[src/cpu_pkg.sv]
package cpu_pkg;

    localparam int XLEN       = 32;
    localparam int REG_ADDR_W = 5;
    localparam int ROB_DEPTH  = 8;
    localparam int TAG_W      = 3;     // log2 of ROB_DEPTH
    localparam int DIV_STEPS  = 32;    // one quotient bit per step

    localparam logic [6:0] OP_REG = 7'b0110011;
    localparam logic [6:0] OP_IMM = 7'b0010011;

    localparam logic [6:0] FUNCT7_BASE   = 7'b0000000;
    localparam logic [6:0] FUNCT7_ALT    = 7'b0100000;  // sub, sra
    localparam logic [6:0] FUNCT7_MULDIV = 7'b0000001;

    // base integer funct3
    localparam logic [2:0] F3_ADD  = 3'b000;
    localparam logic [2:0] F3_SLL  = 3'b001;
    localparam logic [2:0] F3_SLT  = 3'b010;
    localparam logic [2:0] F3_SLTU = 3'b011;
    localparam logic [2:0] F3_XOR  = 3'b100;
    localparam logic [2:0] F3_SR   = 3'b101;
    localparam logic [2:0] F3_OR   = 3'b110;
    localparam logic [2:0] F3_AND  = 3'b111;

    // m extension funct3
    localparam logic [2:0] F3_MUL    = 3'b000;
    localparam logic [2:0] F3_MULH   = 3'b001;
    localparam logic [2:0] F3_MULHSU = 3'b010;
    localparam logic [2:0] F3_DIV    = 3'b100;
    localparam logic [2:0] F3_REM    = 3'b110;
    localparam logic [2:0] F3_REMU   = 3'b111;

    typedef enum logic [3:0] {
        ALU_ADD, ALU_SUB, ALU_SLL, ALU_SLT, ALU_SLTU,
        ALU_XOR, ALU_SRL, ALU_SRA, ALU_OR, ALU_AND
    } alu_op_e;

    typedef struct packed {
        logic [6:0]            funct7;
        logic [REG_ADDR_W-1:0] rs2;
        logic [REG_ADDR_W-1:0] rs1;
        logic [2:0]            funct3;
        logic [REG_ADDR_W-1:0] rd;
        logic [6:0]            opcode;
    } r_view_t;

    typedef struct packed {
        logic [11:0]           imm12;
        logic [REG_ADDR_W-1:0] rs1;
        logic [2:0]            funct3;
        logic [REG_ADDR_W-1:0] rd;
        logic [6:0]            opcode;
    } i_view_t;

    typedef union packed {
        r_view_t r_view;
        i_view_t i_view;
    } inst_u;

    typedef struct packed {
        logic             start;
        logic [TAG_W-1:0] tag;
        logic [XLEN-1:0]  a;
        logic [XLEN-1:0]  b;
        logic [2:0]       funct3;
        alu_op_e          alu_op;   // only read by the alu
    } exec_req_t;

    typedef struct packed {
        logic             valid;
        logic [TAG_W-1:0] tag;
        logic [XLEN-1:0]  value;
    } wb_t;

    typedef struct packed {
        logic                  valid;
        logic [REG_ADDR_W-1:0] rd;
        logic [XLEN-1:0]       value;
    } commit_t;

endpackage

[src/multiplier.sv]
`timescale 1ns/100ps

module multiplier
    import cpu_pkg::*;
(
    input  logic      clk,
    input  logic      rst_n,
    input  exec_req_t req,
    output wb_t       wb
);

    logic                     s1_valid;
    logic                     s2_valid;
    logic [TAG_W-1:0]         s1_tag;
    logic [TAG_W-1:0]         s2_tag;
    logic                     s1_hi;
    logic                     s2_hi;
    logic signed [XLEN:0]     s1_a;       // extended by one bit, sign or zero
    logic signed [XLEN:0]     s1_b;
    logic signed [2*XLEN+1:0] s2_prod;
    logic                     a_signed;
    logic                     b_signed;

    assign a_signed = (req.funct3 == F3_MULH) || (req.funct3 == F3_MULHSU);
    assign b_signed = (req.funct3 == F3_MULH);

    always_ff @(posedge clk or negedge rst_n) begin
        if (!rst_n) begin
            s1_valid <= 1'b0;
            s2_valid <= 1'b0;
            wb       <= '0;
        end else begin
            s1_valid <= req.start;
            s2_valid <= s1_valid;
            wb.valid <= s2_valid;
            wb.tag   <= s2_tag;
            wb.value <= s2_hi ? s2_prod[2*XLEN-1:XLEN] : s2_prod[XLEN-1:0];
        end
    end

    always_ff @(posedge clk) begin
        s1_tag  <= req.tag;
        s1_hi   <= req.funct3 != F3_MUL;
        s1_a    <= {a_signed & req.a[XLEN-1], req.a};
        s1_b    <= {b_signed & req.b[XLEN-1], req.b};
        s2_tag  <= s1_tag;
        s2_hi   <= s1_hi;
        s2_prod <= s1_a * s1_b;   // 33x33 signed covers all four forms
    end

endmodule

[config.mk]
export PLATFORM = sky130hd
export DESIGN_NAME = multiplier
export DESIGN_NICKNAME = d
export VERILOG_FILES = /design/src/cpu_pkg.sv /design/src/multiplier.sv
export SDC_FILE = /design/constraint.sdc
export NUM_CORES = 2
export LEC_CHECK = 0
export BUFFER_PORTS_ARGS = -buffer_cell sky130_fd_sc_hd__clkbuf_2
export CAP_MARGIN = 10
export CELL_PAD_IN_SITES_DETAIL_PLACEMENT = 1
export CELL_PAD_IN_SITES_GLOBAL_PLACEMENT = 2
export CORE_UTILIZATION = 43
export DETAILED_ROUTE_END_ITERATION = 8
export GPL_TIMING_DRIVEN = 0
export PLACE_DENSITY = 0.88
export SLEW_MARGIN = 20
export SYNTH_ARGS = -nofsm -noshare
export SYNTH_HDL_FRONTEND = slang
export SYNTH_SLANG_ARGS = --single-unit
[constraint.sdc]
create_clock -name clk -period 10.1 [get_ports clk]
set_input_delay 3.03 -clock clk [delete_from_list [all_inputs] [get_ports clk]]
set_output_delay 3.03 -clock clk [all_outputs]
set_load 0.02 [all_outputs]
==> flow_summary.json <==
{
  "startpoint": "s1_b[3]",
  "drive_above_1_share_pct": 4.50,
  "cts_sinks": 176,
  "wl_um": 170000,
  "synth_edf_count": 0,
  "first_iter_violations": 2540,
  "crit_chain": "clkdlybuf4s15_1, nand2_1, inv_1, fa_1, fa_1, fa_2, inv_1, fa_2, fa_1, fa_1, fa_1, fa_1, inv_1, ha_1, a21o_1, a21o_1, a221oi_1, o21ai_0, a31oi_1, a31oi_1, a311oi_1, xnor2_1",
  "rsz0062_at_grt": "no",
  "ctsLongestPathBuffers": 2,
  "overflow": 0,
  "min_path_type": "flop to flop",
  "setup_tns_ps": 0,
  "period_minus_slack_ps": 9670,
  "firstDrtPassIters": 6,
  "timing.rr.end": "s2_prod[61]",
  "synthDominantCellAreaShare_pct": 53.0,
  "crit_fanout": 10,
  "worstSetupEndpointType": "flop",
  "ant_nets": 0,
  "grt_usage_pct": 35.5,
  "relSlewSlack_pct": 14.4,
  "synth_flop_cell": "dfxtp_1",
  "fin_crit_sh_pct": 95.8,
  "vias": 32038,
  "startpoint_type": "flop",
  "area_growth_pct": 6.55,
  "critPathMaxStageDelay_ps": 910,
  "path_clk_slew_ps": 70,
  "reg2reg_depth": 22,
  "cp.arrival_ps": 10120,
  "netlist_area_mm2": 0.0425,
  "hold_start": "s1_tag[0]",
  "synthTopCellsByArea": "fa_1, inv_1, and2_1",
  "gp_congestion": 1.03,
  "synth-seq-cells": 176,
  "num_io_pins": 113,
  "async_reset_ff_share_pct": 21.6,
  "min_to": "s2_tag[0]",
  "hold_viol_final": 0,
  "avgSynthCellArea_um2": 9.71,
  "path_delay_family": "adder cells",
  "dp_hpwl_um": 142000,
  "run_status": "completed",
  "synth_cells": 4376,
  "crit_buf_inv": 4,
  "reg2reg_setup_slack_ps": 430,
  "syn-num-nets": 5790,
  "die-area_mm2": 0.100,
  "synth_cell_types": 69,
  "grt_pass1_vias": 36054,
  "core_area_mm2": 0.0973,
  "cts_tree": "built",
  "rows": 114,
  "drc": 0,
  "r2r_start": "s1_b[3]",
  "path_class": "flop to flop",
  "cap_violations": 0,
  "via_per_inst": 5.52,
  "required_ps": 10550,
  "wl_per_cell_um": 29.4,
  "insertion_delay_ps": 550,
  "cts_made_buffers": 17,
  "die_w_um": 316,
  "die_h_um": 316,
  "start_util_pct": 43.7,
  "ys_warn_count": 0,
  "synth_top_cells_by_count": "fa_1, inv_1, nand2_1",
  "cts_setup_buffers": 0,
  "synth_most_common_cell": "fa_1",
  "crit_top_cell": "fa_1",
  "root_buffer": "clkbuf_16",
  "antenna_found_initial": 23,
  "final_nets": 5917,
  "h-tree-depth": 4,
  "hold_depth": 0,
  "worst_pin_slew_ps": 1280,
  "finalClockSkew_ps": 35.4,
  "ys_seq_area_share_pct": 8.74,
  "fmax_mhz": 103,
  "grt_pass1_wl_um": 247000,
  "synth_top_area_cell": "fa_1",
  "drv_slew": 0,
  "setup_viol": 0,
  "grt_max_degree": 39,
  "portBuffers": 108,
  "critPathSlowestCell": "fa_2"
}
final cells by class:
cell class	count	area, um2
timing repair buffer	108	541
inverter	1090	4090
buffer	216	848
tap	1276	1600
fill	11164	52000
clock buffer	19	433
sequential	176	3710
clock inverter	13	164
multi-input combinational	2894	33900
antenna	12	30.0
cells by family after synthesis:
logic type	share of synthesized area, %
adder cells (fa/ha/maj)	59.2
buffers and inverters	11.6
AND/OR/NAND/NOR	14.8
AO/OA/AOI/OAI	3.17
flip-flops	8.74
XOR/XNOR	1.63
multiplexers	0.848
routing by layer:
layer	routed length (um)	up-vias	part of all wire, %	global-route usage, %
met5	38	-	0.022	0
met4	13600	6	8.0	23.7
met3	14600	496	8.6	6.93
met2	78500	1590	46	55.7
met1	63700	17182	37	44.8
li1	-	12764	-	-
registers in the layout, summed over array words and instances, names as in the netlist:
| register | count |
|---|---|
| s1_valid | 1 |
| s1_hi | 1 |
| s2_valid | 1 |
| wb | 36 |
| s1_a | 33 |
| s2_hi | 1 |
| s2_tag | 3 |
| s2_prod | 64 |
| s1_tag | 3 |
| s1_b | 33 |
repair_timing:
| action | 4_1_cts | 5_1_grt |
|---|---|---|
| gates resized for setup | 0 | 6 |
| endpoints found under the setup margin | 0 | 6 |
| hold buffers | 0 | 0 |
per-stage QoR:
| step | instance area [um2] | utilization [%] | hold WS (ps) | std cells | setup slack [ps] |
|---|---|---|---|---|---|
| floorplan | 42500 | - | 310 | 4376 | 2490 |
| global placement | 44600 | 45.9 | 311 | 5760 | 10.4 |
| detailed placement | 44700 | 45.9 | 315 | 5760 | 288 |
| CTS | 45200 | 46.5 | 331 | 5792 | 236 |
| global route | 45300 | 46.5 | 335 | 5793 | 226 |
| finish | 45300 | 46.6 | 330 | 5804 | 426 |
cell usage in the layout, fill, tap and decap left out, types with 4 or more instances in the layout:
| cell type | instances |
|---|---|
| fa_1 | 1123 |
| inv_1 | 1090 |
| nand2_1 | 561 |
| and2_1 | 545 |
| ha_1 | 212 |
| clkbuf_1 | 200 |
| dfxtp_1 | 138 |
| clkbuf_2 | 115 |
| a21oi_1 | 62 |
| xnor2_1 | 57 |
| dfrtp_1 | 38 |
| nor2_1 | 35 |
| mux2_2 | 32 |
| o21ai_0 | 31 |
| nor2b_1 | 30 |
| a21o_1 | 29 |
| xor2_1 | 22 |
| clkbuf_16 | 17 |
| a31oi_1 | 14 |
| nand3_1 | 13 |
| diode_2 | 12 |
| nand2b_1 | 12 |
| and3_1 | 10 |
| nor3_1 | 9 |
| nand4_1 | 8 |
| a211oi_1 | 6 |
| o21bai_1 | 6 |
| o211ai_1 | 6 |
| o31ai_1 | 5 |
| inv_6 | 5 |
| a211o_1 | 4 |
| o21a_1 | 4 |
| o21ai_1 | 4 |
worst max-delay path by stage:
stage               slack, ps  cells after the start           to
floorplan                2490                     25  s2_prod[63]
global placement           10                     22  s2_prod[61]
detailed placement        290                     22  s2_prod[61]
CTS                       240                     22  s2_prod[61]
global route              230                     24  s2_prod[56]
finish                    430                     22  s2_prod[61]
Power is left out: the tool's default activity adds up to more than one toggle a clock period on the data nets, which glitch-free logic cannot reach.
