==> src/cpu_pkg.sv <==
package cpu_pkg;

    localparam int XLEN       = 32;
    localparam int REG_ADDR_W = 5;
    localparam int ROB_DEPTH  = 8;
    localparam int TAG_W      = 3;     // log2 of ROB_DEPTH
    localparam int DIV_STEPS  = 32;    // one quotient bit per step

    localparam logic [6:0] OP_REG = 7'b0110011;
    localparam logic [6:0] OP_IMM = 7'b0010011;

    localparam logic [6:0] FUNCT7_BASE   = 7'b0000000;
    localparam logic [6:0] FUNCT7_ALT    = 7'b0100000;  // sub, sra
    localparam logic [6:0] FUNCT7_MULDIV = 7'b0000001;

    // base integer funct3
    localparam logic [2:0] F3_ADD  = 3'b000;
    localparam logic [2:0] F3_SLL  = 3'b001;
    localparam logic [2:0] F3_SLT  = 3'b010;
    localparam logic [2:0] F3_SLTU = 3'b011;
    localparam logic [2:0] F3_XOR  = 3'b100;
    localparam logic [2:0] F3_SR   = 3'b101;
    localparam logic [2:0] F3_OR   = 3'b110;
    localparam logic [2:0] F3_AND  = 3'b111;

    // m extension funct3
    localparam logic [2:0] F3_MUL    = 3'b000;
    localparam logic [2:0] F3_MULH   = 3'b001;
    localparam logic [2:0] F3_MULHSU = 3'b010;
    localparam logic [2:0] F3_DIV    = 3'b100;
    localparam logic [2:0] F3_REM    = 3'b110;
    localparam logic [2:0] F3_REMU   = 3'b111;

    typedef enum logic [3:0] {
        ALU_ADD, ALU_SUB, ALU_SLL, ALU_SLT, ALU_SLTU,
        ALU_XOR, ALU_SRL, ALU_SRA, ALU_OR, ALU_AND
    } alu_op_e;

    typedef struct packed {
        logic [6:0]            funct7;
        logic [REG_ADDR_W-1:0] rs2;
        logic [REG_ADDR_W-1:0] rs1;
        logic [2:0]            funct3;
        logic [REG_ADDR_W-1:0] rd;
        logic [6:0]            opcode;
    } r_view_t;

    typedef struct packed {
        logic [11:0]           imm12;
        logic [REG_ADDR_W-1:0] rs1;
        logic [2:0]            funct3;
        logic [REG_ADDR_W-1:0] rd;
        logic [6:0]            opcode;
    } i_view_t;

    typedef union packed {
        r_view_t r_view;
        i_view_t i_view;
    } inst_u;

    typedef struct packed {
        logic             start;
        logic [TAG_W-1:0] tag;
        logic [XLEN-1:0]  a;
        logic [XLEN-1:0]  b;
        logic [2:0]       funct3;
        alu_op_e          alu_op;   // only read by the alu
    } exec_req_t;

    typedef struct packed {
        logic             valid;
        logic [TAG_W-1:0] tag;
        logic [XLEN-1:0]  value;
    } wb_t;

    typedef struct packed {
        logic                  valid;
        logic [REG_ADDR_W-1:0] rd;
        logic [XLEN-1:0]       value;
    } commit_t;

endpackage

==> src/dispatch.sv <==
`timescale 1ns/100ps

module dispatch
    import cpu_pkg::*;
(
    input  logic                     clk,
    input  logic                     rst_n,
    input  logic                     issue,
    input  inst_u                    issue_inst,
    output logic                     busy,
    input  logic                     rob_full,
    input  logic [2**REG_ADDR_W-1:0] pending,
    input  logic                     div_busy,
    input  logic [TAG_W-1:0]         tail_tag,
    output logic [REG_ADDR_W-1:0]    rs1_addr,
    output logic [REG_ADDR_W-1:0]    rs2_addr,
    input  logic [XLEN-1:0]          rs1_data,
    input  logic [XLEN-1:0]          rs2_data,
    output logic                     alloc,
    output logic [REG_ADDR_W-1:0]    alloc_rd,
    output exec_req_t                alu_req,
    output exec_req_t                mul_req,
    output exec_req_t                div_req
);

    logic [6:0]      funct7;
    logic [2:0]      funct3;
    logic [XLEN-1:0] imm_ext;
    logic            is_reg;
    logic            is_muldiv;
    logic            is_div;
    alu_op_e         alu_op;
    exec_req_t       req;

    assign funct7    = issue_inst.r_view.funct7;   // for I-type this is imm12[11:5]
    assign funct3    = issue_inst.r_view.funct3;
    assign imm_ext   = {{(XLEN-12){issue_inst.i_view.imm12[11]}}, issue_inst.i_view.imm12};
    assign is_reg    = issue_inst.r_view.opcode == OP_REG;
    assign is_muldiv = is_reg && funct7 == FUNCT7_MULDIV;
    assign is_div    = is_muldiv && funct3[2];

    assign rs1_addr = issue_inst.r_view.rs1;
    assign rs2_addr = issue_inst.r_view.rs2;
    assign busy     = rob_full || pending[rs1_addr] || (is_reg && pending[rs2_addr]) ||
                      (is_div && div_busy);
    assign alloc    = issue && !busy;
    assign alloc_rd = issue_inst.r_view.rd;

    always_comb begin
        case (funct3)
            F3_ADD:  alu_op = (is_reg && funct7 == FUNCT7_ALT) ? ALU_SUB : ALU_ADD;
            F3_SLL:  alu_op = ALU_SLL;
            F3_SLT:  alu_op = ALU_SLT;
            F3_SLTU: alu_op = ALU_SLTU;
            F3_XOR:  alu_op = ALU_XOR;
            F3_SR:   alu_op = (funct7 == FUNCT7_BASE) ? ALU_SRL : ALU_SRA;  // srai too
            F3_OR:   alu_op = ALU_OR;
            F3_AND:  alu_op = ALU_AND;
        endcase
    end

    always_comb begin
        req.start  = 1'b0;
        req.tag    = tail_tag;
        req.a      = rs1_data;
        req.b      = (issue_inst.i_view.opcode == OP_IMM) ? imm_ext : rs2_data;
        req.funct3 = funct3;
        req.alu_op = alu_op;
        alu_req    = req;
        mul_req    = req;
        div_req    = req;
        alu_req.start = alloc && !is_muldiv;
        mul_req.start = alloc && is_muldiv && !funct3[2];
        div_req.start = alloc && is_div;
    end

    a_no_issue_busy: assert property (@(posedge clk) disable iff (!rst_n)
        issue |-> !busy);

endmodule

==> config.mk <==
export PLATFORM = sky130hd
export DESIGN_NAME = dispatch
export DESIGN_NICKNAME = d
export VERILOG_FILES = /design/src/cpu_pkg.sv /design/src/dispatch.sv
export SDC_FILE = /design/constraint.sdc
export NUM_CORES = 1
export LEC_CHECK = 0
export ABC_CLOCK_PERIOD_IN_PS = 5700
export BUFFER_PORTS_ARGS = -buffer_cell sky130_fd_sc_hd__buf_2
export CORE_AREA = 2 2 149 151
export DETAILED_ROUTE_END_ITERATION = 10
export DIE_AREA = 0 0 151 153
export GPL_TIMING_DRIVEN = 1
export PLACE_DENSITY_LB_ADDON = 0.15
export SYNTH_ARGS = -nofsm -noshare
export SYNTH_HDL_FRONTEND = slang
export SYNTH_SLANG_ARGS = --single-unit
==> constraint.sdc <==
create_clock -name vclk -period 5.7
set_input_delay 0.57 -clock vclk [all_inputs]
set_output_delay 0.57 -clock vclk [all_outputs]
set_load 0.02 [all_outputs]
==> flow_summary.yaml <==
timing:
  tns_ns: 0
  relSlewSlack_pct: 67.6
  slew_violations: 0
  period_share_pct: 59.1
  hold_viol_final: 0
  worstMarginPinSlew_ns: 0.485
  rsz0062_at_grt: "no"
  max_freq_mhz: 297
  final-setup-viol-count: 0
  setup_ws_ns: 2.33
  fin_crit_ns: 3.37
worst_setup_path:
  critPathBufInv: 2
  path_cells: "buf_2 -> mux4_1 -> mux2i_1 -> o21ai_1 -> o2111a_2 -> or4_1 -> buf_2"
  cp_top_family: "multiplexers"
  slowest_stage: "mux4_1"
  crit_arrival_ns: 2.80
  cp.required_ns: 5.13
  path_class: "in2out"
  crit_path_start_kind: "input port"
  crit_path_max_incr_delay_ns: 0.61
  crit_path_frequent_cell: "buf_2"
  crit_start: "issue_inst[20]"
  cp_max_fo: 12
  end_kind: "output pin"
global_routing:
  grt-ovfl-total: 0
  grt_pass1_wl_um: 11700
  grt_max_degree: 26
  antenna_found_initial: 0
  grt_usage_pct: 6.31
  grt_pass1_vias: 2070
logic_synthesis:
  synth_area_per_cell_um2: 7.77
  seq_area_frac_synth_pct: 0
  synth_top_area_share_pct: 57.3
  synthMuxAreaShare_pct: 19.5
  synth.most_common_cell: "buf_4"
  postSynthCellCount: 339
  synthTopCellsByArea: "buf_4 (57%), mux2i_1 (8.0%), a21o_1 (6.3%)"
  synth_cell_types: 33
  synth_adder_area_share_pct: 0
  syn_area_mm2: 0.00263
  synth_top_family_by_area: "buffers and inverters"
  yosys.area_share.simple_pct: 9.65
  syn_nets: 475
  synth_top_cell_by_area: "buf_4"
  synthXorXnorAreaFrac_pct: 0
  ys.warnings.count: 0
  ys_top_cells_by_count: "buf_4 (201), a21o_1 (22), mux2i_1 (21), mux2_2 (12)"
  synth_compound_area_share_pct: 10.7
final_layout:
  n_antenna_cell: 0
  seq_cell_count: 0
  nClkBuffers: 0
  final_area_mm2: 0.00256
  utilization_pct: 11.9
  final_layout_size_suffix_gt1_share_pct: 69.4
  seq_area_um2: 0
  n_fill_cell: 2521
  syn_to_final_growth_pct: -2.66
  multi_input_comb_area_mm2: 0.00105
  final_cells: 636
  num-nets-final: 494
route:
  first_pass_iters: 4
  routed_wl_um: 8130
  via_per_inst: 3.29
  routedWlPerCell_um: 12.8
  drt_iter0_drc: 65
  vias: 2094
  drc_errors: 0
  ant_nets: 0
place:
  dpl.cell_count: 636
  place.gp.congestion: 0.679
  postPlaceCellArea_mm2: 0.00256
  pre_cts_slack_ns: 2.26
  dpl.hpwl_um: 7230
  io_buffers: 226
power:
  powerDensity_mw_per_mm2: 89.5
  irDropWorstVdd_v: 0.0000202
  power.leakage_uw: 0.00143
clock_tree:
  cts-resized-gates: 0
  hold_buffers: 0
  post_cts.repair.setup_buffers: 0
floorplan:
  die_area_mm2: 0.0231
  die_h_um: 153
  fp.dieW_um: 151
  boundaryPins: 378
  core_mm2: 0.0215
  start_util_pct: 12.3
  rows: 54
min_path:
  min_path_type: "in2out"
  min_from: "issue_inst[7]"
flow_run:
  max_cap_violations: 0
status:
  status: "finished clean"
[layout by cell type (no fill, tap or decap), types with 2 or more instances in the layout]
cell | synthesis | final
buf_2 | 2 | 226
a21o_1 | 22 | 22
mux2i_1 | 21 | 21
mux2_2 | 12 | 12
nor2_1 | 8 | 8
nand2_1 | 8 | 8
nand3_1 | 6 | 6
a21oi_1 | 5 | 5
a22oi_1 | 5 | 5
inv_1 | 4 | 4
o21ai_0 | 4 | 4
mux4_2 | 4 | 4
nor3_1 | 3 | 3
mux4_1 | 3 | 3
nor2b_1 | 3 | 3
nand2b_1 | 3 | 3
or4_1 | 2 | 2
nand3b_1 | 2 | 2
nor4_1 | 2 | 2
or4b_1 | 2 | 2
buf_4 | 201 | 2
[logic make-up (layout without fill, tap and decap cells)]
logic type	count (synthesis)	count (layout)
buffers and inverters	215	232
multiplexers	40	40
AO/OA/AOI/OAI	40	40
AND/OR/NAND/NOR	44	44
[per-layer routing]
layer | vias to the layer above | routed length (um) | GRT usage [%]
li1 | 981 | - | -
met2 | 125 | 4200 | 12.5
met4 | 0 | 142 | 1.29
met5 | - | 0 | 0
met3 | 26 | 649 | 0.746
met1 | 962 | 3140 | 7.05
[through the flow]
stage | total power, uW | hold WS (ns)
final | 229 | 1.14
after global routing | 252 | 1.14
after CTS | 235 | 1.14
after detailed placement | 234 | 1.14
after global placement | 235 | 1.14
after floorplan | 294 | 1.25
[worst paths after layout]
| check | end | slack [ns] | depth (start not counted) |
|---|---|---|---|
| setup / recovery | busy | 2.33 | 7 |
| hold / removal | alloc_rd[0] | 1.14 | 0 |
[report_power, final]
| group | internal, uW | switching (uW) | leakage [uW] |
|---|---|---|---|
| registers | 0 | 0 | 0 |
| clock network | 0 | 0 | 0 |
| logic | 89.7 | 139 | 0.00143 |
| total | 89.7 | 139 | 0.00143 |
[area by class of cell]
cell class,instances,share of cell area (%)
inverters,4,0.586
well taps,280,13.7
multi-input cells,124,41.0
repair buffers,228,44.7
Note: power is estimated with default switching activity, not from simulation.
