===== src/cpu_pkg.sv =====
package cpu_pkg;

    localparam int XLEN       = 32;
    localparam int REG_ADDR_W = 5;
    localparam int ROB_DEPTH  = 8;
    localparam int TAG_W      = 3;     // log2 of ROB_DEPTH
    localparam int DIV_STEPS  = 32;    // one quotient bit per step

    localparam logic [6:0] OP_REG = 7'b0110011;
    localparam logic [6:0] OP_IMM = 7'b0010011;

    localparam logic [6:0] FUNCT7_BASE   = 7'b0000000;
    localparam logic [6:0] FUNCT7_ALT    = 7'b0100000;  // sub, sra
    localparam logic [6:0] FUNCT7_MULDIV = 7'b0000001;

    // base integer funct3
    localparam logic [2:0] F3_ADD  = 3'b000;
    localparam logic [2:0] F3_SLL  = 3'b001;
    localparam logic [2:0] F3_SLT  = 3'b010;
    localparam logic [2:0] F3_SLTU = 3'b011;
    localparam logic [2:0] F3_XOR  = 3'b100;
    localparam logic [2:0] F3_SR   = 3'b101;
    localparam logic [2:0] F3_OR   = 3'b110;
    localparam logic [2:0] F3_AND  = 3'b111;

    // m extension funct3
    localparam logic [2:0] F3_MUL    = 3'b000;
    localparam logic [2:0] F3_MULH   = 3'b001;
    localparam logic [2:0] F3_MULHSU = 3'b010;
    localparam logic [2:0] F3_DIV    = 3'b100;
    localparam logic [2:0] F3_REM    = 3'b110;
    localparam logic [2:0] F3_REMU   = 3'b111;

    typedef enum logic [3:0] {
        ALU_ADD, ALU_SUB, ALU_SLL, ALU_SLT, ALU_SLTU,
        ALU_XOR, ALU_SRL, ALU_SRA, ALU_OR, ALU_AND
    } alu_op_e;

    typedef struct packed {
        logic [6:0]            funct7;
        logic [REG_ADDR_W-1:0] rs2;
        logic [REG_ADDR_W-1:0] rs1;
        logic [2:0]            funct3;
        logic [REG_ADDR_W-1:0] rd;
        logic [6:0]            opcode;
    } r_view_t;

    typedef struct packed {
        logic [11:0]           imm12;
        logic [REG_ADDR_W-1:0] rs1;
        logic [2:0]            funct3;
        logic [REG_ADDR_W-1:0] rd;
        logic [6:0]            opcode;
    } i_view_t;

    typedef union packed {
        r_view_t r_view;
        i_view_t i_view;
    } inst_u;

    typedef struct packed {
        logic             start;
        logic [TAG_W-1:0] tag;
        logic [XLEN-1:0]  a;
        logic [XLEN-1:0]  b;
        logic [2:0]       funct3;
        alu_op_e          alu_op;   // only read by the alu
    } exec_req_t;

    typedef struct packed {
        logic             valid;
        logic [TAG_W-1:0] tag;
        logic [XLEN-1:0]  value;
    } wb_t;

    typedef struct packed {
        logic                  valid;
        logic [REG_ADDR_W-1:0] rd;
        logic [XLEN-1:0]       value;
    } commit_t;

endpackage


===== src/div_datapath.sv =====
`timescale 1ns/100ps

module div_datapath
    import cpu_pkg::*;
(
    input  logic            clk,
    input  logic            rst_n,
    input  logic            load,
    input  logic            step,
    input  logic            finish,
    input  logic [XLEN-1:0] a,
    input  logic [XLEN-1:0] b,
    input  logic [2:0]      funct3,
    output logic [XLEN-1:0] result
);

    logic [XLEN-1:0] rem_q;
    logic [XLEN-1:0] quo_q;      // holds the dividend, shifts out as quotient shifts in
    logic [XLEN-1:0] dvs_q;
    logic            a_neg_q;
    logic            q_neg_q;
    logic            b_zero_q;
    logic            rem_sel_q;
    logic            signed_op;
    logic [XLEN:0]   trial;
    logic [XLEN-1:0] a_mag;
    logic [XLEN-1:0] b_mag;
    logic [XLEN-1:0] q_fix;
    logic [XLEN-1:0] r_fix;

    assign signed_op = (funct3 == F3_DIV) || (funct3 == F3_REM);
    assign a_mag     = (signed_op && a[XLEN-1]) ? -a : a;
    assign b_mag     = (signed_op && b[XLEN-1]) ? -b : b;
    assign trial     = {rem_q, quo_q[XLEN-1]} - {1'b0, dvs_q};
    assign q_fix     = q_neg_q ? -quo_q : quo_q;
    assign r_fix     = a_neg_q ? -rem_q : rem_q;   // remainder takes the dividend's sign

    // restoring step, keep the trial only when it did not borrow
    always_ff @(posedge clk) begin
        if (load) begin
            rem_q <= '0;
            quo_q <= a_mag;
            dvs_q <= b_mag;
        end else if (step) begin
            if (!trial[XLEN]) begin
                rem_q <= trial[XLEN-1:0];
            end else begin
                rem_q <= {rem_q[XLEN-2:0], quo_q[XLEN-1]};
            end
            quo_q <= {quo_q[XLEN-2:0], ~trial[XLEN]};
        end
    end

    // most negative / -1 needs no case of its own, magnitude 2^31 negates to itself
    always_ff @(posedge clk or negedge rst_n) begin
        if (!rst_n) begin
            a_neg_q   <= 1'b0;
            q_neg_q   <= 1'b0;
            b_zero_q  <= 1'b0;
            rem_sel_q <= 1'b0;
            result    <= '0;
        end else begin
            if (load) begin
                a_neg_q   <= signed_op & a[XLEN-1];
                q_neg_q   <= signed_op & (a[XLEN-1] ^ b[XLEN-1]);
                b_zero_q  <= b == '0;
                rem_sel_q <= (funct3 == F3_REM) || (funct3 == F3_REMU);
            end
            if (finish) begin
                if (rem_sel_q) result <= r_fix;        // zero divisor leaves the dividend
                else if (b_zero_q) result <= '1;
                else result <= q_fix;
            end
        end
    end

endmodule


===== config.mk =====
export PLATFORM = sky130hd
export DESIGN_NAME = div_datapath
export DESIGN_NICKNAME = d
export VERILOG_FILES = /design/src/cpu_pkg.sv /design/src/div_datapath.sv
export SDC_FILE = /design/constraint.sdc
export NUM_CORES = 1
export LEC_CHECK = 0
export BUFFER_PORTS_ARGS = -buffer_cell sky130_fd_sc_hd__clkbuf_2
export CAP_MARGIN = 25
export CORE_ASPECT_RATIO = 0.6
export CORE_UTILIZATION = 60
export DETAILED_ROUTE_END_ITERATION = 6
export PLACE_DENSITY = 0.84
export SYNTH_ARGS = -nofsm -noshare
export SYNTH_HDL_FRONTEND = slang
export SYNTH_SLANG_ARGS = --single-unit

===== constraint.sdc =====
create_clock -name clk -period 4.1 [get_ports clk]
set_input_delay 0.41 -clock clk [delete_from_list [all_inputs] [get_ports clk]]
set_output_delay 0.41 -clock clk [all_outputs]
set_load 0.03 [all_outputs]

==> results.txt <==
- Required time of the critical path: approximately 4.4 ns
- Final cycle utilization of the critical path: 93.8%
- Biggest area contributors in the synthesized netlist: edfxtp_1, dfrtp_1, xor2_1
- For the final routed database, the setup TNS stands at 0 ns.
- Synth cell count leaders: nand2_1, nor2_1, a21oi_1
* Residual antenna-violating net count after detailed routing: 0
- Fraction of the mapped netlist area in adder cells: between 4 and 5%
* Total power after layout: 0.00461 W
- Final setup violation count: 0
- Share of synthesized registers carrying an async set or reset: 27.3%
- Floorplan die area: between 15000 and 20000 um^2
- Die boundary height: 99.2 um
- Counting flops and latches in the post-synthesis netlist gives roughly 130.
- Timing would allow up to ~260 MHz.
- The final max-slew violation count is 0.
- DPL Wire Length: 17.8 mm
- Slew at the pin closest to its max-slew limit: 1.01 ns
* Crit path capture type: flip-flop
- Number of fillers in the final layout: 1173
* Total Routing Usage GR: between 30% and 40%
* Overall routed net length: 24.6 mm
- The worst pin sits at a relative slew slack of 32.5%.
* Avg Synthesized Cell Area: slightly below 9 um^2
- The synthesized design contains 64 enable-type register cells.
* Post-CTS Setup Repair Bufs: 0
- Clock latency of the later-clocked register in the worst-skew pair: 0.42 ns
- Setup clock skew after layout: about 0.011 ns
- Post-synthesis to final-layout area growth: 14.1%
- The floorplan step defined a core boundary enclosing 15400 um^2.
- Number of clock sinks: ~130
* Top sig layer: met4
- Yosys printed 0 warnings.
* Non-filler cells in the finished layout: 1391
- After detailed routing, the number of vias per cell comes to 6.20.
- Initial drt markers: between 800 and 900
* Hold Fails Final Rpt: 0
* WHS: ~0.24 ns
- Before antenna repair, the detailed router went through 6 iterations.
- Sequential elements use 36.6% of the synthesized area.
- Site Rows: 35
- Across the run, the number of max-cap violations was 0.
- At the end of routability-driven placement, the weighted congestion stood at 0.922.
- Final layout net count: about 1300
- Wire segments on met2 add up to about 11 mm in the final route.
* CP endpoint: rem_q[30]$_SDFFE_PP0P_
- The number of antenna violations at the first check in global routing is 0.
* Number of CTS-inserted buffers: 17
- Root buffer selected by CTS: clkbuf_16
- No sink is reached through more buffers than the 2 on the longest clock path.
- After detailed routing, the number of remaining DRC violations is 0.
- Hold Path Class: primary input to flip-flop
- Global-route wire length before repair: just under 40 mm
* Wire per inst: between 15 and 20 um
- Summing the areas of all and, or, nand and nor instances in the mapped netlist gives between 10% and 20% of the synthesized area.
* M1 wire length: around 11 mm
* Share of Yosys cell area claimed by the top area cell type: between 20% and 30%
- Via count of the first global-routing pass: slightly below 8000
- In this run, distinct cell masters in the synthesized netlist total 55.
- CTS H-tree lvls: 4
- R2R Path End: rem_q[30]$_SDFFE_PP0P_
- Summing the areas of all compound-gate instances in the mapped netlist gives around a fifth of the synthesized area.
- Power per unit of standard cell area: between 400 and 500 nW/um^2
* VDD IR-drop max: about 340 uV
- Minimum period implied by the final worst setup slack: just under 4 ns
- Number of antenna cells inserted: 0
- By area, the combinational part of the netlist is dominated by compound AO/OA/AOI/OAI gates.
- Starting Density: around three fifths
* Run status: complete, no violations
- Measured along the x axis, the die boundary spans 164 um.
- At the worst endpoint, the arrival time is between 4 and 5 ns.
* Count of boundary I/O pins: around 100
- Largest driver fanout on the critical path: 32
- Count of input and output buffers: around 100
- Reported leakage power: 4.34 nW
* Worst reg2reg startpoint: quo_q[31]$_DFFE_PP_
- In the final layout, the share of cells above drive strength 1 is between 15 and 20%.
* Startpoint types: flip-flop
- Total global routing overflow: 0
- Class of the most critical setup path: flip-flop to flip-flop
- The most critical setup path has its startpoint at quo_q[31]$_DFFE_PP_.
- Setup repair after global routing left no endpoint under its margin.
- Most used flip-flop cell after synthesis: edfxtp_1
* Maximum number of pins on one net before global-route repair: 68
- After clock tree synthesis, the clock-pin slew on the worst setup and hold paths is ~0.06 ns.
* Fraction of synthesized area in multiplexers: under 10%
* Synthesized-area fraction occupied by xor and xnor cells: about 14%
- Count of placed standard cells including taps: ~1400
- Count of mapped cells out of synthesis: 1088
* Library cell with the highest instance count after synthesis: nand2_1
- Cell area after technology mapping: ~9500 um^2
- Counting cells, the worst reg-to-reg path comes to 15.
- The synthesized design spends more area on one cell type than any other, namely edfxtp_1.
- TritonCTS built the clock tree.
- Register-to-register setup slack: around 0.26 ns
- Total vias in the final route: roughly 8600
* Synthesized Nets: approximately 1200
- Summed over all nets, wire length on met3 after detailed routing comes to roughly 1.9 mm.
[per-stage QoR]
step	setup WS, ns	cell area (um^2)	utilization (%)
6_report	0.256	10800	70.2
3_3_place_gp	0.398	10200	66.1
3_5_place_dp	0.197	10200	66.1
5_1_grt	0.00537	10800	70.2
4_1_cts	0.151	10700	69.8
2_1_floorplan	0.564	9460	-
[flip-flops by register name, indices dropped and copies added (netlist names)]
| signal | count |
|---|---|
| b_zero_q | 1 |
| dvs_q | 32 |
| q_neg_q | 1 |
| quo_q | 32 |
| rem_sel_q | 1 |
| result | 32 |
| a_neg_q | 1 |
| rem_q | 32 |
[where the power goes]
part,leakage [nW],internal [W],switching [W]
combinational,2.75,0.000532,0.000819
sequential,1.32,0.00158,0.000174
clock,0.276,0.000892,0.000609
total,4.34,0.00301,0.00160
[cell usage in the layout (no fill, tap or decap), types with 7 or more instances in the layout]
cell type,synthesis,routed
nor2_1,107,106
buf_4,0,12
clkbuf_16,0,17
or3_1,11,11
mux2_2,29,29
clkbuf_2,0,102
o21ai_0,57,57
nor4_1,13,13
nand3_1,13,13
o41ai_1,16,16
nand2b_1,10,10
a21o_1,7,7
ha_1,36,36
nand2_1,111,111
edfxtp_1,64,64
nor2b_1,8,8
a22oi_1,28,28
dfrtp_1,36,36
a21oi_1,94,94
nor3_1,17,17
xnor2_1,67,65
a31oi_1,14,14
o31ai_1,28,28
xor2_1,80,80
and2_1,11,11
dfxtp_1,32,32
inv_1,60,60
o22ai_1,8,8
a311oi_1,20,20
[kinds of logic after synthesis]
logic type      Yosys count
compound gates          304
xor+xnor                147
fa+ha+maj                37
buf+inv                 111
flops                   132
mux                      32
simple gates            325
[layer usage]
layer,global-route usage (%),up-vias
met1,45.2,4073
met4,9.19,0
met5,0,-
met3,4.17,44
li1,-,4108
met2,46.3,402
[how the worst min path moves through the flow]
stage,from,to,slack [ns],cells after the start
finish,funct3[1],rem_sel_q$_DFFE_PN0P_,0.24,3
global route,step,rem_q[20]$_SDFFE_PP0P_,0.27,2
CTS,rst_n,result[6]$_DFFE_PN0P_,0.17,1
detailed placement,result[6]$_DFFE_PN0P_,result[6]$_DFFE_PN0P_,0.50,1
global placement,result[20]$_DFFE_PN0P_,result[20]$_DFFE_PN0P_,0.49,1
floorplan,rst_n,a_neg_q$_DFFE_PN0P_,0.11,0
[final cells by class]
| class | count | area (um^2) | share of cell area (%) |
|---|---|---|---|
| timing repair buffer | 119 | 682 | 6.32 |
| sequential | 132 | 3460 | 32.1 |
| tap | 203 | 254 | 2.36 |
| inverter | 60 | 225 | 2.09 |
| clock inverter | 14 | 139 | 1.29 |
| multi-input combinational | 845 | 5590 | 51.9 |
| clock buffer | 18 | 429 | 3.98 |
[critical path: stages (launching register included)]
cell and delay (ns):
edfxtp_1 0.34, inv_1 0.08, ha_1 0.24, fa_1 0.39, nand2b_1 0.20, a21oi_1 0.28
o22ai_1 0.24, o41ai_2 0.26, buf_4 0.20, a41oi_1 0.18, a31oi_1 0.35, buf_4 0.21
xnor2_2 0.13, buf_12 0.21, nand2_1 0.09, a311oi_1 0.32
[repair_timing]
action	CTS	global route
hold endpoints to repair	0	3
resized for setup	0	0
hold buffers	0	1
(Power assumes the default switching activity.)
