[src/cpu_pkg.sv]
package cpu_pkg;

    localparam int XLEN       = 32;
    localparam int REG_ADDR_W = 5;
    localparam int ROB_DEPTH  = 8;
    localparam int TAG_W      = 3;     // log2 of ROB_DEPTH
    localparam int DIV_STEPS  = 32;    // one quotient bit per step

    localparam logic [6:0] OP_REG = 7'b0110011;
    localparam logic [6:0] OP_IMM = 7'b0010011;

    localparam logic [6:0] FUNCT7_BASE   = 7'b0000000;
    localparam logic [6:0] FUNCT7_ALT    = 7'b0100000;  // sub, sra
    localparam logic [6:0] FUNCT7_MULDIV = 7'b0000001;

    // base integer funct3
    localparam logic [2:0] F3_ADD  = 3'b000;
    localparam logic [2:0] F3_SLL  = 3'b001;
    localparam logic [2:0] F3_SLT  = 3'b010;
    localparam logic [2:0] F3_SLTU = 3'b011;
    localparam logic [2:0] F3_XOR  = 3'b100;
    localparam logic [2:0] F3_SR   = 3'b101;
    localparam logic [2:0] F3_OR   = 3'b110;
    localparam logic [2:0] F3_AND  = 3'b111;

    // m extension funct3
    localparam logic [2:0] F3_MUL    = 3'b000;
    localparam logic [2:0] F3_MULH   = 3'b001;
    localparam logic [2:0] F3_MULHSU = 3'b010;
    localparam logic [2:0] F3_DIV    = 3'b100;
    localparam logic [2:0] F3_REM    = 3'b110;
    localparam logic [2:0] F3_REMU   = 3'b111;

    typedef enum logic [3:0] {
        ALU_ADD, ALU_SUB, ALU_SLL, ALU_SLT, ALU_SLTU,
        ALU_XOR, ALU_SRL, ALU_SRA, ALU_OR, ALU_AND
    } alu_op_e;

    typedef struct packed {
        logic [6:0]            funct7;
        logic [REG_ADDR_W-1:0] rs2;
        logic [REG_ADDR_W-1:0] rs1;
        logic [2:0]            funct3;
        logic [REG_ADDR_W-1:0] rd;
        logic [6:0]            opcode;
    } r_view_t;

    typedef struct packed {
        logic [11:0]           imm12;
        logic [REG_ADDR_W-1:0] rs1;
        logic [2:0]            funct3;
        logic [REG_ADDR_W-1:0] rd;
        logic [6:0]            opcode;
    } i_view_t;

    typedef union packed {
        r_view_t r_view;
        i_view_t i_view;
    } inst_u;

    typedef struct packed {
        logic             start;
        logic [TAG_W-1:0] tag;
        logic [XLEN-1:0]  a;
        logic [XLEN-1:0]  b;
        logic [2:0]       funct3;
        alu_op_e          alu_op;   // only read by the alu
    } exec_req_t;

    typedef struct packed {
        logic             valid;
        logic [TAG_W-1:0] tag;
        logic [XLEN-1:0]  value;
    } wb_t;

    typedef struct packed {
        logic                  valid;
        logic [REG_ADDR_W-1:0] rd;
        logic [XLEN-1:0]       value;
    } commit_t;

endpackage

[src/div_control.sv]
`timescale 1ns/100ps

module div_control
    import cpu_pkg::*;
(
    input  logic             clk,
    input  logic             rst_n,
    input  exec_req_t        req,
    output logic             div_busy,
    output logic             load,
    output logic             step,
    output logic             finish,
    output logic             wb_valid,
    output logic [TAG_W-1:0] wb_tag
);

    typedef enum logic [1:0] {S_IDLE, S_RUN, S_FIX, S_DONE} div_state_e;

    div_state_e                     state_q;
    logic [$clog2(DIV_STEPS)-1:0]   step_cnt_q;
    logic [TAG_W-1:0]               tag_q;

    assign load     = req.start;
    assign step     = state_q == S_RUN;
    assign finish   = state_q == S_FIX;    // sign and special-case fixup
    assign wb_valid = state_q == S_DONE;
    assign wb_tag   = tag_q;
    assign div_busy = state_q != S_IDLE;

    always_ff @(posedge clk or negedge rst_n) begin
        if (!rst_n) begin
            state_q    <= S_IDLE;
            step_cnt_q <= '0;
        end else begin
            case (state_q)
                S_IDLE: if (load) begin
                    state_q    <= S_RUN;
                    step_cnt_q <= '0;
                end
                S_RUN: begin
                    step_cnt_q <= step_cnt_q + 1'b1;
                    if (int'(step_cnt_q) == DIV_STEPS - 1) state_q <= S_FIX;
                end
                S_FIX:   state_q <= S_DONE;
                default: state_q <= S_IDLE;
            endcase
        end
    end

    always_ff @(posedge clk) begin
        if (load) tag_q <= req.tag;
    end

    a_no_start_busy: assert property (@(posedge clk) disable iff (!rst_n)
        req.start |-> state_q == S_IDLE);

endmodule

[config.mk]
export PLATFORM = sky130hd
export DESIGN_NAME = div_control
export DESIGN_NICKNAME = d
export VERILOG_FILES = /design/src/cpu_pkg.sv /design/src/div_control.sv
export SDC_FILE = /design/constraint.sdc
export NUM_CORES = 1
export LEC_CHECK = 0
export BUFFER_PORTS_ARGS = -buffer_cell sky130_fd_sc_hd__buf_2
export CAP_MARGIN = 40
export CORE_MARGIN = 1
export CORE_UTILIZATION = 28
export CTS_CLUSTER_DIAMETER = 40
export DETAILED_ROUTE_END_ITERATION = 7
export GPL_ROUTABILITY_DRIVEN = 0
export HOLD_SLACK_MARGIN = 0.03
export PLACE_DENSITY = 0.88
export RECOVER_POWER = 50
export REMOVE_ABC_BUFFERS = 1
export SYNTH_ARGS = -nofsm -noshare
export SYNTH_HDL_FRONTEND = slang
export SYNTH_SLANG_ARGS = --single-unit
[constraint.sdc]
create_clock -name clk -period 1.9 [get_ports clk]
set_input_delay 0.095 -clock clk [delete_from_list [all_inputs] [get_ports clk]]
set_output_delay 0.095 -clock clk [all_outputs]
set_load 0.02 [all_outputs]
==> impl_metrics.tcl, run 1 <==
set metrics [dict create \
    number_of_nets_in_the_layout 150 \
    net_switching_component_of_the_power_uw 374 \
    synth-edff-count 3 \
    clock_tree.buffer_depth 2 \
    cpLargestDelayFamily "simple AND/OR/NAND/NOR gates" \
    layout_common_cells "buf_2 (10), dfrtp_1 (7), ha_1 (6)" \
    timing.critical_path.required_ns 2.05 \
    clockRootBuffer "clkbuf_4" \
    power_density_nw_per_um2 1380 \
    via_count 406 \
    vdd_drop_max_mv 0.396 \
    synthFlopType "dfrtp_1" \
    synth_async_sr_flop_share_pct 70.0 \
    maximum_frequency_from_static_timing_analysis_mhz 585 \
    switching_share_of_total_power_pct 38.7 \
    hpwlAfterDp_um 827 \
    worstSetupPathType "flop to flop" \
    routed_wl_um 1060 \
    totalNegativeSetupSlack_ns 0 \
    critPathMaxStageDelay_ns 0.42 \
    worst-endpoint-arrival_ns 1.86 \
    antenna_found_initial 0 \
    yosys_warnings 0 \
    first_pass_grt_wire_length_um 1570 \
    detail_route.drc_violations 0 \
    cellLeakagePower_uw 0.000335 \
    setup_violators_final 0 \
    clock-skew-final_ns 0.000747 \
    final_common_cell "buf_2" \
    finalCritPeriodShare_pct 90.0 \
    synth-seq-area-share_pct 48.7 \
    cts-buffers-inserted 3 \
    die_width_um 46.1 \
    drt-vias-per-instance 4.46 \
    die_h_um 46.1 \
    final.min_clock_period_ns 1.71 \
    die_area_um2 2120 \
    grt_pass1_vias 392 \
    design_area_um2 698 \
    cts.sinks 10 \
    worst-path-buf-inv 0 \
    cts.htree.levels 1 \
    setup.worst_path.start_class "flop" \
    power_frac_comb_pct 46.6 \
    top_level_ports 85 \
    drt_first_pass_iters 3 \
    drtIter0Drc 2 \
    port_buffers 13 \
    worst_hold_path_type "input port to flop" \
    max_cap_violations 0 \
    timing.slew.headroom_pct 72.5 \
    critPathMaxFanout 4 \
    worst_pin_slew_ns 0.401 \
    ys_ff_latch 10 \
    total_standard_cell_area_after_synthesis_um2 544 \
    antenna_cells_inserted 0 \
    postLayoutSetupSlackWorst_ns 0.191 \
    hold_violations 0 \
    relative_contribution_of_sequential_cells_to_total_power_pct 33.9 \
    rows 15 \
    grt_start_max_net_pins 10 \
    report.final.slew_viol_count 0 \
    clkLatencyLatePin_ns 0.26 \
    timing.critical_path.slowest_stage_cell "dfrtp_1" \
    cts.clk_slew.worst_paths_ns 0.06 \
    postRouteAntennaNets 0 \
    proportion_of_layout_cells_with_a_drive_suffix_above_1_pct 27.3 \
    pre_cts_ws_ns 0.215 \
    worst_hold_slack_ns 0.221 \
    gr_util_all_layers_pct 11.2 \
    post_synth.cell_area_avg_um2 11.6 \
    place_area_um2 626 \
    rsz0062_at_grt "false" \
    area_growth_pct 28.3 \
    crit_chain "ha_1, and3_1, ha_1, and2b_4, nor2_2, mux2_4" \
    overflow 0 \
    layout.core_utilization_pct 39.2 \
    count_of_different_cell_masters_after_synthesis 21 \
    critPathMostFrequentCell "ha_1" \
    power.internal_uw 591 \
    routed_wire_length_per_instance_um 11.6 \
    clock_power_share_pct 19.5 \
    fillerInstances 177 \
    outcome "complete, no violations" \
    placeableCoreArea_um2 1780 \
    syn-instance-count 47 \
    critPathCaptureType "flop" \
    initial_core_util_pct 30.5 \
    cts_tree "done" \
]
[final cells by class]
cell class | instances | area (um2) | area share (%)
Inverter | 3 | 11.3 | 1.61
Clock buffer | 4 | 36.3 | 5.20
Timing Repair Buffer | 17 | 101 | 14.5
Sequential cell | 10 | 265 | 38.0
Tap cell | 25 | 31.3 | 4.48
Multi-Input combinational cell | 32 | 253 | 36.2
[worst register-to-register path, stage by stage (launching register included)]
cell and delay [ns]:
dfrtp_1 0.42, ha_1 0.24, and3_1 0.19, ha_1 0.16
and2b_4 0.26, nor2_2 0.04, mux2_4 0.29
[path summary, 6_finish.rpt]
path                                            from  depth (start not counted)  slack [ns]                   endpoint
setup reg to reg           step_cnt_q[0]$_DFFE_PN0P_                          6        0.19     state_q[1]$_DFFE_PN0P_
hold reg to reg            step_cnt_q[0]$_DFFE_PN0P_                          1        0.52  step_cnt_q[0]$_DFFE_PN0P_
setup / recovery           step_cnt_q[0]$_DFFE_PN0P_                          6        0.19     state_q[1]$_DFFE_PN0P_
min in group asynchronous                      rst_n                          2        0.25  step_cnt_q[3]$_DFFE_PN0P_
max in group asynchronous                      rst_n                          2        1.38  step_cnt_q[1]$_DFFE_PN0P_
hold / removal                               req[74]                          1        0.22        wb_tag[1]$_DFFE_PP_
[routing by layer]
layer	wire [um]	vias up	part of all wire (%)	track usage, %
met5	0	-	0	0
met4	0	0	0	5.29
met3	48	0	4.5	5.88
met2	558	9	53	18.6
met1	449	195	43	11.5
li1	-	202	-	-
[Yosys cell counts, drive strengths merged (2+ instances only)]
master  count  area [um2]
a32o        2        20.0
and2b       2        18.8
buf         2        15.0
dfrtp       7         175
edfxtp      3        90.1
ha          6        75.1
inv         3        11.3
nand2       5        18.8
nand2b      4        25.0
nand3       2        10.0
o21ai       3        15.0
[sequential cells by signal (all words and copies together), names as in the netlist]
register	cells
step_cnt_q	5
wb_tag	3
state_q	2
[cells by family after synthesis]
group                    count (synthesis)  share of synthesized area [%]
buffers and inverters                    5                           4.83
adder cells (fa/ha/maj)                  6                           13.8
flip-flops                              10                           48.7
multiplexers                             2                           4.60
AO/OA/AOI/OAI                            8                           11.0
AND/OR/NAND/NOR                         16                           17.0
[what timing repair did]
action	CTS	global route
gates resized for setup	0	0
setup endpoints to repair	0	0
hold buffers	4	0
endpoints found under the hold margin	10	0
setup buffers	0	0
[metrics by stage]
stage          instances  total power, uW
2_1_floorplan         45              658
3_3_place_gp          83              750
3_5_place_dp          83              774
4_1_cts               91              976
5_1_grt               91             1040
6_report              91              965
[power groups by stage]
stage | Sequential [uW] | Clock (uW) | Combinational, uW
after floorplan | 323 | 0 | 335
after global routing | 332 | 207 | 499
after global placement | 322 | 0 | 428
after CTS | 325 | 197 | 454
after detailed placement | 329 | 0 | 445
final | 327 | 188 | 450
No activity file was read; power rests on OpenSTA's default activity.
==> run 2, diff against run 1 <==
CORE_MARGIN = 2   (was 1)
SETUP_SLACK_MARGIN = 0.15   (was not set)
clock period = 1.6 ns   (was 1.9 ns; I/O delays follow)
==> run 2 against run 1 <==
Wire length is 8.4% higher. Critical path type unchanged. Total power is 25% higher. Sequential cell count unchanged. Highest routed layer unchanged. Critical path depth unchanged. Largest power group unchanged. Sequential power rose by 17%.
==> impl_metrics.tcl, run 2 (synthesis gave the netlist of run 1 again) <==
set metrics [dict create \
    fillerInstances 169 \
    outcome "complete, no violations" \
    routed_wire_length_per_instance_um 11.9 \
    clock_tree.buffer_depth 2 \
    proportion_of_layout_cells_with_a_drive_suffix_above_1_pct 39.4 \
    top_signal_layer_used "met3" \
    largest_register_ffs 5 \
    max_cap_violations 0 \
    worst_pin_slew_ns 0.381 \
    maximum_frequency_from_static_timing_analysis_mhz 633 \
    worst_hold_path_type "input port to flop" \
    vdd_drop_max_mv 0.654 \
    number_of_nets_in_the_layout 155 \
    final_common_cell "buf_2" \
    clockRootBuffer "clkbuf_4" \
    net_switching_component_of_the_power_uw 476 \
    routed_wl_um 1150 \
    finalCritPeriodShare_pct 98.8 \
    cts_tree "done" \
    cellLeakagePower_uw 0.000345 \
    pre_cts_ws_ns -0.0115 \
    die_area_um2 2310 \
    placeableCoreArea_um2 1780 \
    totalNegativeSetupSlack_ns 0 \
    via_count 434 \
    rsz0062_at_grt "true" \
    grt_start_max_net_pins 9 \
    postRouteAntennaNets 0 \
    setup_violators_final 0 \
    clock-skew-final_ns 0.000922 \
    relative_contribution_of_sequential_cells_to_total_power_pct 31.9 \
    die_h_um 48.1 \
    antenna_found_initial 0 \
    largest_register "step_cnt_q" \
    layout.core_utilization_pct 42.9 \
    rows 15 \
    worstSetupPathType "flop to flop" \
    report.final.slew_viol_count 0 \
    critPathCaptureType "flop" \
    top_level_ports 85 \
    power_frac_comb_pct 53.3 \
    hold_violations 0 \
    wl_met1_um 457 \
    hpwlAfterDp_um 816 \
    clkLatencyLatePin_ns 0.26 \
    final.min_clock_period_ns 1.58 \
    overflow 0 \
    cts.sinks 10 \
    timing.slew.headroom_pct 74.6 \
    grt_pass1_vias 439 \
    timing.critical_path.required_ns 1.75 \
    switching_share_of_total_power_pct 39.6 \
    power_density_nw_per_um2 1570 \
    cts.htree.levels 1 \
    wl_met2_um 631 \
    layout_common_cells "buf_2 (10), dfrtp_1 (7), nand2_1 (5), buf_4 (5)" \
    wl_met3_um 57 \
    area_growth_pct 40.5 \
    critPathMaxStageDelay_ns 0.39 \
    place_area_um2 663 \
    cpLargestDelayFamily "simple AND/OR/NAND/NOR gates" \
    postLayoutSetupSlackWorst_ns 0.0192 \
    die_width_um 48.1 \
    worst-endpoint-arrival_ns 1.73 \
    design_area_um2 764 \
    power.internal_uw 727 \
    timing.critical_path.slowest_stage_cell "dfrtp_1" \
    drt_first_pass_iters 4 \
    clock_power_share_pct 14.9 \
    detail_route.drc_violations 0 \
    worst-path-buf-inv 0 \
    first_pass_grt_wire_length_um 1730 \
    port_buffers 13 \
    crit_chain "ha_2, and3_4, ha_4, and2b_4, nor2_2, mux2_4" \
    initial_core_util_pct 30.5 \
    cts-buffers-inserted 3 \
    drtIter0Drc 4 \
    antenna_cells_inserted 0 \
    gr_util_all_layers_pct 11.7 \
    cts.clk_slew.worst_paths_ns 0.07 \
    critPathMaxFanout 2 \
    drt-vias-per-instance 4.52 \
    setup.worst_path.start_class "flop" \
    worst_hold_slack_ns 0.208 \
]
## run 2: cell type report
type,count,area [um2],share of cell area (%)
multi-input cells,32,292,38.1
flip-flops and latches,10,265,34.7
repair buffers,22,139,18.2
well taps,25,31.3,4.09
clock buffers,3,22.5,2.95
inverters,3,11.3,1.47
clock inverters,1,3.75,0.491
## run 2: through the flow
stage                     total power, uW  instances
after global placement                947         88
after CTS                            1170         96
final                                1200         96
after floorplan                       781         45
after detailed placement              972         88
after global routing                 1300         96
## run 2: layer usage
| layer | vias to the layer above | global-route usage [%] |
|---|---|---|
| met1 | 206 | 11.2 |
| met3 | 0 | 3.33 |
| met2 | 14 | 21.3 |
| li1 | 214 | - |
| met5 | - | 0 |
| met4 | 0 | 8.11 |
## run 2: repair_timing
item	CTS	global route
setup buffers	0	0
pin swaps	2	0
endpoints found under the setup margin	8	8
resized for setup	5	3
hold buffers	4	0
hold endpoints to repair	10	0
## run 2: path summary, 6_finish.rpt
check,startpoint,endpoint,slack (ns),cells after the start
min,req[74],wb_tag[1]$_DFFE_PP_,0.21,1
min in group asynchronous,rst_n,state_q[1]$_DFFE_PN0P_,0.25,2
max,step_cnt_q[1]$_DFFE_PN0P_,state_q[1]$_DFFE_PN0P_,0.02,6
max reg2reg,step_cnt_q[1]$_DFFE_PN0P_,state_q[1]$_DFFE_PN0P_,0.02,6
min reg2reg,step_cnt_q[0]$_DFFE_PN0P_,step_cnt_q[0]$_DFFE_PN0P_,0.57,2
max in group asynchronous,rst_n,step_cnt_q[1]$_DFFE_PN0P_,1.08,2
## run 2: worst reg2reg max path, stage by stage (launching register included)
cell,delay [ns]
dfrtp_1,0.39
ha_2,0.19
and3_4,0.18
ha_4,0.14
and2b_4,0.24
nor2_2,0.04
mux2_4,0.29
## run 2: power by group through the flow
stage                     combinational [uW]  clock, uW  sequential [uW]
after floorplan                          398          0              383
after global placement                   570          0              376
after detailed placement                 592          0              380
after CTS                                609        187              377
after global routing                     709        194              392
final                                    641        179              383
